File: src/logic/trap_pkg.sv
package trap_pkg;

    localparam int xlen = 32;

    typedef logic [xlen-1:0] word;

    ////////////////////////////////////////
    // Enumerations
    ////////////////////////////////////////

    typedef enum logic [1:0] {
        PRIV_USER    = 2'b00,
        PRIV_MACHINE = 2'b11
    } priv_mode_e;

    // Machine-mode trap CSR numbers
    typedef enum logic [11:0] {
        CSR_MIE    = 12'h304,
        CSR_MTVEC  = 12'h305,
        CSR_MEPC   = 12'h341,
        CSR_MCAUSE = 12'h342,
        CSR_MTVAL  = 12'h343,
        CSR_MIP    = 12'h344
    } csr_addr_e;

    typedef enum logic [4:0] {
        TRAP_INST_MISALIGNED    = 5'd0,
        TRAP_INST_ACCESS_FAULT  = 5'd1,
        TRAP_ILLEGAL_INST       = 5'd2,
        TRAP_BREAKPOINT         = 5'd3,
        TRAP_LOAD_MISALIGNED    = 5'd4,
        TRAP_LOAD_ACCESS_FAULT  = 5'd5,
        TRAP_STORE_MISALIGNED   = 5'd6,
        TRAP_STORE_ACCESS_FAULT = 5'd7,
        TRAP_ECALL_U            = 5'd8,
        TRAP_ECALL_M            = 5'd11,
        // Platform interrupt lines
        IRQ_UART_RX             = 5'd16,
        IRQ_UART_TX             = 5'd17,
        IRQ_TIMER0              = 5'd18,
        IRQ_TIMER1              = 5'd19,
        IRQ_GPIO_A0             = 5'd20,
        IRQ_GPIO_A1             = 5'd21,
        IRQ_GPIO_B0             = 5'd22,
        IRQ_GPIO_B1             = 5'd23,
        IRQ_GPIO_C0             = 5'd24,
        IRQ_GPIO_C1             = 5'd25
    } trap_code_e;

    // Machine timer shares code 7 with store access fault
    localparam trap_code_e IRQ_MTIME = trap_code_e'(5'd7);

    typedef enum logic [1:0] {
        MTVEC_DIRECT   = 2'b00,
        MTVEC_VECTORED = 2'b01
    } mtvec_mode_e;

    ////////////////////////////////////////
    // Bundles
    ////////////////////////////////////////

    typedef struct packed {
        logic inst_access_fault;
        logic inst_misaligned;
        logic illegal_inst;
        logic illegal_csr;
        logic ecall;
        logic ebreak;
        logic data_misaligned;
        logic data_access_fault;
        logic load_store_n;     // 1 for a load
    } exc_flags_t;

    // Bit n carries the pulse for code 16 + n
    typedef struct packed {
        logic gpio_c1;
        logic gpio_c0;
        logic gpio_b1;
        logic gpio_b0;
        logic gpio_a1;
        logic gpio_a0;
        logic timer1;
        logic timer0;
        logic uart_tx;
        logic uart_rx;
    } platform_irq_t;

    typedef struct packed {
        logic      rd_en;
        logic      wr_en;
        csr_addr_e addr;
        word       wr_data;
    } csr_req_t;

    typedef struct packed {
        logic       trap;
        logic       exception;
        trap_code_e code;
        logic       vector_ok;
        word        tval;
        word        epc;
    } trap_info_t;

endpackage

File: src/logic/exception_prioritizer.sv
`timescale 1ns/1ns

module exception_prioritizer (
    input  trap_pkg::exc_flags_t exc,
    input  trap_pkg::priv_mode_e priv,
    input  trap_pkg::word        pc,
    input  trap_pkg::word        decoder_next_pc,
    input  trap_pkg::word        inst,
    input  trap_pkg::word        data_addr,
    input  logic                 irq_valid,
    input  trap_pkg::trap_code_e irq_code,
    output trap_pkg::trap_info_t info
);

    import trap_pkg::*;

    ////////////////////////////////////////
    // Fixed exception priority
    ////////////////////////////////////////

    always_comb begin
        info.exception = 1'b1;
        info.tval      = '0;

        if (exc.inst_access_fault) begin
            info.code = TRAP_INST_ACCESS_FAULT;
            info.tval = pc;
        end else if (exc.inst_misaligned) begin
            // Faulting target is the one the decoder produced
            info.code = TRAP_INST_MISALIGNED;
            info.tval = decoder_next_pc;
        end else if (exc.illegal_inst || exc.illegal_csr) begin
            info.code = TRAP_ILLEGAL_INST;
            info.tval = inst;
        end else if (exc.ecall) begin
            info.code = (priv == PRIV_MACHINE) ? TRAP_ECALL_M : TRAP_ECALL_U;
        end else if (exc.ebreak) begin
            info.code = TRAP_BREAKPOINT;
        end else if (exc.data_misaligned) begin
            info.code = exc.load_store_n ? TRAP_LOAD_MISALIGNED
                                         : TRAP_STORE_MISALIGNED;
            info.tval = data_addr;
        end else if (exc.data_access_fault) begin
            info.code = exc.load_store_n ? TRAP_LOAD_ACCESS_FAULT
                                         : TRAP_STORE_ACCESS_FAULT;
            info.tval = data_addr;
        end else begin
            // No exception, fall back to the pending interrupt
            info.exception = 1'b0;
            info.code      = irq_code;
        end

        info.trap = info.exception || irq_valid;

        // Interrupt codes all fit the vector table
        info.vector_ok = !info.exception;

        // Exceptions retry the faulting pc, interrupts resume at the next one
        if (info.exception) begin
            info.epc = {pc[xlen-1:2], 2'b00};
        end else begin
            info.epc = {decoder_next_pc[xlen-1:2], 2'b00};
        end
    end

endmodule

File: src/logic/interrupt_controller.sv
`timescale 1ns/1ns

module interrupt_controller (
    input  logic                    clk,
    input  logic                    rst_n,
    input  logic                    mtime_irq,
    input  trap_pkg::platform_irq_t plat_irq,
    input  trap_pkg::csr_req_t      csr,
    input  trap_pkg::priv_mode_e    priv,
    input  logic                    global_mie,
    output logic                    irq_valid,
    output trap_pkg::trap_code_e    irq_code,
    output trap_pkg::word           mip_value,
    output trap_pkg::word           mie_value
);

    import trap_pkg::*;

    // Platform pending bits live in mip[31:16]
    logic [15:0] mip_hi;
    logic [15:0] mip_hi_next;
    logic [15:0] mie_hi;
    logic        mie_mtie;
    logic        irq_enable;
    word         pending;

    ////////////////////////////////////////
    // Pending and enable registers
    ////////////////////////////////////////

    // A pulse sets its bit even when software writes mip in the same cycle
    always_comb begin
        mip_hi_next = mip_hi;
        if (csr.wr_en && csr.addr == CSR_MIP) begin
            mip_hi_next = csr.wr_data[31:16];
        end
        mip_hi_next = mip_hi_next | {6'b0, plat_irq};
    end

    always_ff @(posedge clk) begin
        if (!rst_n) begin
            mip_hi   <= '0;
            mie_hi   <= '0;
            mie_mtie <= 1'b0;
        end else begin
            mip_hi <= mip_hi_next;
            if (csr.wr_en && csr.addr == CSR_MIE) begin
                mie_hi   <= csr.wr_data[31:16];
                mie_mtie <= csr.wr_data[IRQ_MTIME];
            end
        end
    end

    // Only the timer bit and the platform bits exist
    always_comb begin
        mip_value            = '0;
        mip_value[31:16]     = mip_hi;
        mip_value[IRQ_MTIME] = mtime_irq;

        mie_value            = '0;
        mie_value[31:16]     = mie_hi;
        mie_value[IRQ_MTIME] = mie_mtie;
    end

    ////////////////////////////////////////
    // Masking and selection
    ////////////////////////////////////////

    // User mode can always be interrupted
    assign irq_enable = (priv == PRIV_MACHINE) ? global_mie : 1'b1;
    assign pending    = irq_enable ? (mip_value & mie_value) : '0;
    assign irq_valid  = |pending;

    // Scan downward so the lowest index is left standing
    always_comb begin
        irq_code = trap_code_e'(5'd0);
        for (int i = xlen - 1; i >= 0; i--) begin
            if (pending[i]) begin
                irq_code = trap_code_e'(5'(i));
            end
        end
    end

endmodule

File: src/logic/pc_redirect.sv
`timescale 1ns/1ns

module pc_redirect #(
    parameter trap_pkg::word RESET_ADDR = 32'h0000_0000
) (
    input  logic                 clk,
    input  logic                 rst_n,
    input  trap_pkg::word        pc,
    input  trap_pkg::word        decoder_next_pc,
    input  trap_pkg::trap_info_t info,
    input  trap_pkg::word        mtvec_value,
    input  trap_pkg::word        mepc_value,
    input  logic                 mret,
    input  logic                 dbus_wait,
    output trap_pkg::word        next_pc
);

    import trap_pkg::*;

    logic        first_cycle;
    mtvec_mode_e mode;
    word         base_direct;
    word         base_vectored;
    word         trap_target;

    // High from reset until the first cycle after it has passed
    always_ff @(posedge clk) begin
        if (!rst_n) begin
            first_cycle <= 1'b1;
        end else begin
            first_cycle <= 1'b0;
        end
    end

    ////////////////////////////////////////
    // Trap targets
    ////////////////////////////////////////

    assign mode          = mtvec_mode_e'(mtvec_value[1:0]);
    assign base_direct   = {mtvec_value[xlen-1:2], 2'b00};
    assign base_vectored = {mtvec_value[xlen-1:7], 7'b0};

    // Reserved modes behave as direct
    always_comb begin
        if (mode == MTVEC_VECTORED) begin
            trap_target = base_vectored;
            if (info.vector_ok) begin
                trap_target = base_vectored + {25'b0, info.code, 2'b00};
            end
        end else begin
            trap_target = base_direct;
        end
    end

    ////////////////////////////////////////
    // Next pc select
    ////////////////////////////////////////

    always_comb begin
        if (first_cycle) begin
            next_pc = RESET_ADDR;
        end else if (dbus_wait) begin
            next_pc = pc;
        end else if (info.trap) begin
            next_pc = trap_target;
        end else if (mret) begin
            next_pc = mepc_value;
        end else begin
            next_pc = decoder_next_pc;
        end
    end

endmodule

File: src/logic/trap_csr_file.sv
`timescale 1ns/1ns

module trap_csr_file (
    input  logic                 clk,
    input  logic                 rst_n,
    input  trap_pkg::csr_req_t   csr,
    input  trap_pkg::trap_info_t info,
    input  trap_pkg::word        mip_value,
    input  trap_pkg::word        mie_value,
    output trap_pkg::word        mtvec_value,
    output trap_pkg::word        mepc_value,
    output trap_pkg::word        csr_rd_data
);

    import trap_pkg::*;

    word         mtvec;
    logic [29:0] mepc_hi;
    word         mcause;
    word         mtval;
    logic        wr_mtvec;
    logic        wr_mepc;
    logic        wr_mcause;
    logic        wr_mtval;

    ////////////////////////////////////////
    // Write decode
    ////////////////////////////////////////

    assign wr_mtvec  = csr.wr_en && (csr.addr == CSR_MTVEC);
    assign wr_mepc   = csr.wr_en && (csr.addr == CSR_MEPC);
    assign wr_mcause = csr.wr_en && (csr.addr == CSR_MCAUSE);
    assign wr_mtval  = csr.wr_en && (csr.addr == CSR_MTVAL);

    ////////////////////////////////////////
    // Registers
    ////////////////////////////////////////

    always_ff @(posedge clk) begin
        if (!rst_n) begin
            mtvec <= '0;
        end else if (wr_mtvec) begin
            mtvec <= csr.wr_data;
        end
    end

    // Trap capture wins over a software write in the same cycle
    always_ff @(posedge clk) begin
        if (!rst_n) begin
            mepc_hi <= '0;
            mcause  <= '0;
            mtval   <= '0;
        end else if (info.trap) begin
            mepc_hi <= info.epc[xlen-1:2];
            // Interrupt flag on top, code in the low bits
            mcause  <= {~info.exception, 26'b0, info.code};
            mtval   <= info.tval;
        end else begin
            if (wr_mepc) begin
                mepc_hi <= csr.wr_data[xlen-1:2];
            end
            if (wr_mcause) begin
                mcause <= csr.wr_data;
            end
            if (wr_mtval) begin
                mtval <= csr.wr_data;
            end
        end
    end

    // mepc is always word aligned
    assign mepc_value  = {mepc_hi, 2'b00};
    assign mtvec_value = mtvec;

    ////////////////////////////////////////
    // Read mux
    ////////////////////////////////////////

    always_comb begin
        csr_rd_data = '0;
        if (csr.rd_en) begin
            case (csr.addr)
                CSR_MTVEC:  csr_rd_data = mtvec;
                CSR_MIP:    csr_rd_data = mip_value;
                CSR_MIE:    csr_rd_data = mie_value;
                CSR_MEPC:   csr_rd_data = mepc_value;
                CSR_MCAUSE: csr_rd_data = mcause;
                CSR_MTVAL:  csr_rd_data = mtval;
                default:    csr_rd_data = '0;
            endcase
        end
    end

endmodule

File: src/logic/trap_unit.sv
`timescale 1ns/1ns

module trap_unit #(
    parameter trap_pkg::word RESET_ADDR = 32'h0000_0000
) (
    input  logic                    clk,
    input  logic                    rst_n,

    // Program counter
    input  trap_pkg::word           pc,
    input  trap_pkg::word           decoder_next_pc,
    output trap_pkg::word           next_pc,

    // Exception sources and their metadata
    input  trap_pkg::exc_flags_t    exc,
    input  trap_pkg::word           inst,
    input  trap_pkg::word           data_addr,

    // Interrupt lines
    input  logic                    mtime_irq,
    input  trap_pkg::platform_irq_t plat_irq,
    input  logic                    global_mie,
    input  trap_pkg::priv_mode_e    priv,

    // CSR access
    input  trap_pkg::csr_req_t      csr,
    output trap_pkg::word           csr_rd_data,

    input  logic                    mret,
    input  logic                    dbus_wait,
    output logic                    trap,
    output logic                    exception
);

    import trap_pkg::*;

    logic       irq_valid;
    trap_code_e irq_code;
    word        mip_value;
    word        mie_value;
    trap_info_t info;
    word        mtvec_value;
    word        mepc_value;

    interrupt_controller i_interrupt_controller (
        .clk        (clk),
        .rst_n      (rst_n),
        .mtime_irq  (mtime_irq),
        .plat_irq   (plat_irq),
        .csr        (csr),
        .priv       (priv),
        .global_mie (global_mie),
        .irq_valid  (irq_valid),
        .irq_code   (irq_code),
        .mip_value  (mip_value),
        .mie_value  (mie_value)
    );

    exception_prioritizer i_exception_prioritizer (
        .exc             (exc),
        .priv            (priv),
        .pc              (pc),
        .decoder_next_pc (decoder_next_pc),
        .inst            (inst),
        .data_addr       (data_addr),
        .irq_valid       (irq_valid),
        .irq_code        (irq_code),
        .info            (info)
    );

    trap_csr_file i_trap_csr_file (
        .clk         (clk),
        .rst_n       (rst_n),
        .csr         (csr),
        .info        (info),
        .mip_value   (mip_value),
        .mie_value   (mie_value),
        .mtvec_value (mtvec_value),
        .mepc_value  (mepc_value),
        .csr_rd_data (csr_rd_data)
    );

    pc_redirect #(
        .RESET_ADDR (RESET_ADDR)
    ) i_pc_redirect (
        .clk             (clk),
        .rst_n           (rst_n),
        .pc              (pc),
        .decoder_next_pc (decoder_next_pc),
        .info            (info),
        .mtvec_value     (mtvec_value),
        .mepc_value      (mepc_value),
        .mret            (mret),
        .dbus_wait       (dbus_wait),
        .next_pc         (next_pc)
    );

    assign trap      = info.trap;
    assign exception = info.exception;

endmodule
File: config.mk
export PLATFORM = sky130hd
export DESIGN_NAME = trap_unit
export DESIGN_NICKNAME = d
export VERILOG_FILES = /design/src/logic/trap_pkg.sv /design/src/logic/exception_prioritizer.sv /design/src/logic/interrupt_controller.sv /design/src/logic/pc_redirect.sv /design/src/logic/trap_csr_file.sv /design/src/logic/trap_unit.sv
export SDC_FILE = /design/constraint.sdc
export NUM_CORES = 1
export LEC_CHECK = 0
export BUFFER_PORTS_ARGS = -buffer_cell sky130_fd_sc_hd__buf_2
export CAP_MARGIN = 40
export CORE_MARGIN = 4
export CORE_UTILIZATION = 54
export CTS_CLUSTER_DIAMETER = 60
export CTS_CLUSTER_SIZE = 24
export DETAILED_ROUTE_END_ITERATION = 10
export GPL_TIMING_DRIVEN = 0
export PLACE_DENSITY = 0.83
export SYNTH_ARGS = -nofsm -noshare
export SYNTH_HDL_FRONTEND = slang
export SYNTH_SLANG_ARGS = --single-unit
File: constraint.sdc
create_clock -name clk -period 3.15 [get_ports clk]
set_input_delay 0.4725 -clock clk [delete_from_list [all_inputs] [get_ports clk]]
set_output_delay 0.4725 -clock clk [all_outputs]
set_load 0.05 [all_outputs]
==> impl_metrics.yaml <==
worst_setup_path:
  startpoint_type: "input port"
  r2r_cells: 8
  path_common_cell: "buf_2"
  endpoint_kind: "output port"
  path_max_fanout: 8
  crit_type: "input port to output port"
  cp_slowest_cell: "nor4_2"
  max_stage_delay_ns: 0.76
  crit_path_cell_trace: "buf_2 -> or4_4 -> nor4_2 -> a222oi_1 -> a21boi_2 -> buf_2"
  arrival_ns: 2.73
  critPathRequiredTime_ns: 2.68
global_route:
  grt_pass1_wl_um: 65180
  antenna_found_initial: 1
  overflow: 0
  grt_pass1_vias: 11560
  grt_max_degree: 17
  grt_use_total: 0.4058
routing:
  wl_per_cell_um: 23.68
  routed_wl_um: 44680
  highest_layer: "met5"
  drt-initial-drc-count: 1998
  drcViolationCount: 0
  wl_met3_um: 6216
  vias: 12660
  routed-wl-met2_um: 19650
  drt-pass1-iter-count: 8
  viasPerCell: 6.707
  wl_met1_um: 16690
  antenna_left: 0
floorplanning:
  coreArea_um2: 18150
  die_area_um2: 20840
  ios: 267
  fp.dieW_um: 144.4
  start_util: 0.5534
  rows: 49
  fp.dieH_um: 144.4
sta:
  finalCritPeriodShare: 1.016
  drv_slew: 0
  timing.final.ws_setup_ns: -0.04892
  slew_headroom: 0.3343
  fmax_mhz: 312.6
  fin_skew_ns: 0.01261
  rsz0062_at_grt: "true"
  final-hold-violation-count: 0
  period_needed_ns: 3.199
  worstMarginPinSlew_ns: 0.9903
  setup_viol: 8
  fin_tns_setup_ns: -0.1846
logic_synthesis:
  syn-num-nets: 1555
  synthCells: 1354
  synth_seq_cells: 160
  ys_types: 57
  yosysSeqAreaShare: 0.3189
  ys.flop_type: "dfxtp_1"
  synth-edff-count: 0
  yosys_warnings: 0
  netlist.area_leader.share: 0.3189
  synthTopCellsByArea: "dfxtp_1 (32%), a21oi_1 (8.7%), nand2_1 (7.6%)"
  synth.avg_cell_area_um2: 7.418
  yosys.area.top_type: "dfxtp_1"
  netlist_area_um2: 10040
  async_flop_share: 0
hold_path:
  hold_path.class: "input port to flip-flop"
  min_path_cells: 3
clock_tree:
  clock_path_buffers: 2
  numCtsBuffers: 17
  clkSinkCount: 160
  cts_max_level: 4
  clkLatencyLatePin_ns: 0.44
  clk_pin_slew_ns: 0.06
  cts_tree: "built"
  cts_root_buffer: "clkbuf_16"
cells_and_area:
  area_delta_synth_final_pct: 28.16
  fin_util: 0.7093
  final_common_cell: "buf_2"
  instances_no_fill: 1887
  num_antenna_cells: 0
  drive_gt1_frac: 0.2998
  fin_nets: 1849
  layout_common_cells: "buf_2 (243), nand2_1 (203), a21oi_1 (172)"
outcome:
  run_status: "finished, violations left"
  failed_checks: "setup timing"
power:
  cellPowerDensity_nw_per_um2: 392.0
  ir_worst_vdd_uv: 426.2
  p_leak_nw: 4.907
placed_design:
  portBuffers: 263
  dp.cells: 1848
  dp_hpwl_um: 33350
  place_congestion: 1.040
run:
  drv_cap: 0
## metrics by stage
stage	cell area, um2	hold slack, ns	worst slack, ns	total power [mW]
2_1_floorplan	10190	0.4312	-0.008772	2.580
3_3_place_gp	11790	0.4374	-0.7848	2.917
3_5_place_dp	11820	0.4442	-0.7463	2.935
4_1_cts	12630	0.2949	-0.002869	4.980
5_1_grt	12870	0.3083	-0.02937	5.161
6_report	12870	0.2978	-0.04892	5.045
## worst max-delay path, delay by kind of cell
kind	cells	cell delay [ns]
buffers and inverters	2	0.39
AO/OA/AOI/OAI	2	0.51
AND/OR/NAND/NOR	2	1.34
## cells in the mapped netlist (4+ instances only)
master	n
a2111oi_0	5
a211oi_1	32
a21boi_0	9
a21boi_1	8
a21oi_1	174
a221oi_1	38
a222oi_1	15
a22oi_1	19
a31oi_1	4
a32o_1	4
and2_1	4
and3_1	4
buf_1	8
buf_2	19
clkbuf_1	87
dfxtp_1	160
mux2_2	66
mux2i_1	56
nand2_1	203
nand3_1	43
nor2_1	113
nor2b_1	35
nor3_1	60
nor3_2	4
nor4_1	5
o21ai_0	126
## final cells by class
cell class / count / area (um2)
Multi-Input combinational cell: 1070 / 6648
Fill cell: 1506 / 5276
Sequential cell: 160 / 3207
Clock inverter: 7 / 112.6
Buffer: 116 / 575.6
Inverter: 5 / 20.02
Clock buffer: 22 / 454.2
Tap cell: 229 / 286.5
Timing Repair Buffer: 278 / 1568
## power by group
group / internal [mW] / switching (mW) / leakage [nW]
sequential: 2.09 / 0.0496 / 1.31
combinational: 0.307 / 0.508 / 3.32
clock: 1.25 / 0.844 / 0.276
total: 3.64 / 1.40 / 4.91
## final timing paths
| path | start | end | slack (ns) |
|---|---|---|---|
| worst max-delay path | csr[39] | csr_rd_data[28] | -0.05 |
| worst min-delay path | plat_irq[6] | i_interrupt_controller.mip_hi[6] | 0.30 |
| worst max register to register | i_interrupt_controller.mip_hi[8] | i_trap_csr_file.mepc_hi[19] | 0.75 |
| worst min register to register | i_trap_csr_file.mcause[5] | i_trap_csr_file.mcause[5] | 0.46 |
## registers in the layout (all words and copies together), names as in the netlist
| register | count |
|---|---|
| i_interrupt_controller.mie_mtie | 1 |
| i_trap_csr_file.mtval | 32 |
| i_pc_redirect.first_cycle | 1 |
| i_trap_csr_file.mepc_hi | 30 |
| i_trap_csr_file.mcause | 32 |
| i_interrupt_controller.mie_hi | 16 |
| i_trap_csr_file.mtvec_value | 32 |
| i_interrupt_controller.mip_hi | 16 |
## cell families (layout without fill, tap and decap cells)
family,after synthesis,count (layout),share of synthesized area
simple gates,492,492,0.2225
compound gates,456,456,0.2774
flops,160,160,0.3189
buf+inv,124,428,0.05133
mux,122,122,0.1298
## routing by layer
layer,global-route usage,vias up
li1,-,5546
met1,0.5420,5874
met2,0.6057,1052
met3,0.1121,182
met4,0.1964,2
met5,0,-
## what timing repair did
item | CTS | global route
pin swaps | 7 | 13
gates resized for setup | 68 | 79
setup endpoints to repair | 64 | 64
buffers inserted | 4 | 9
hold buffers | 0 | 0
Power figures use the tool's default switching activity.
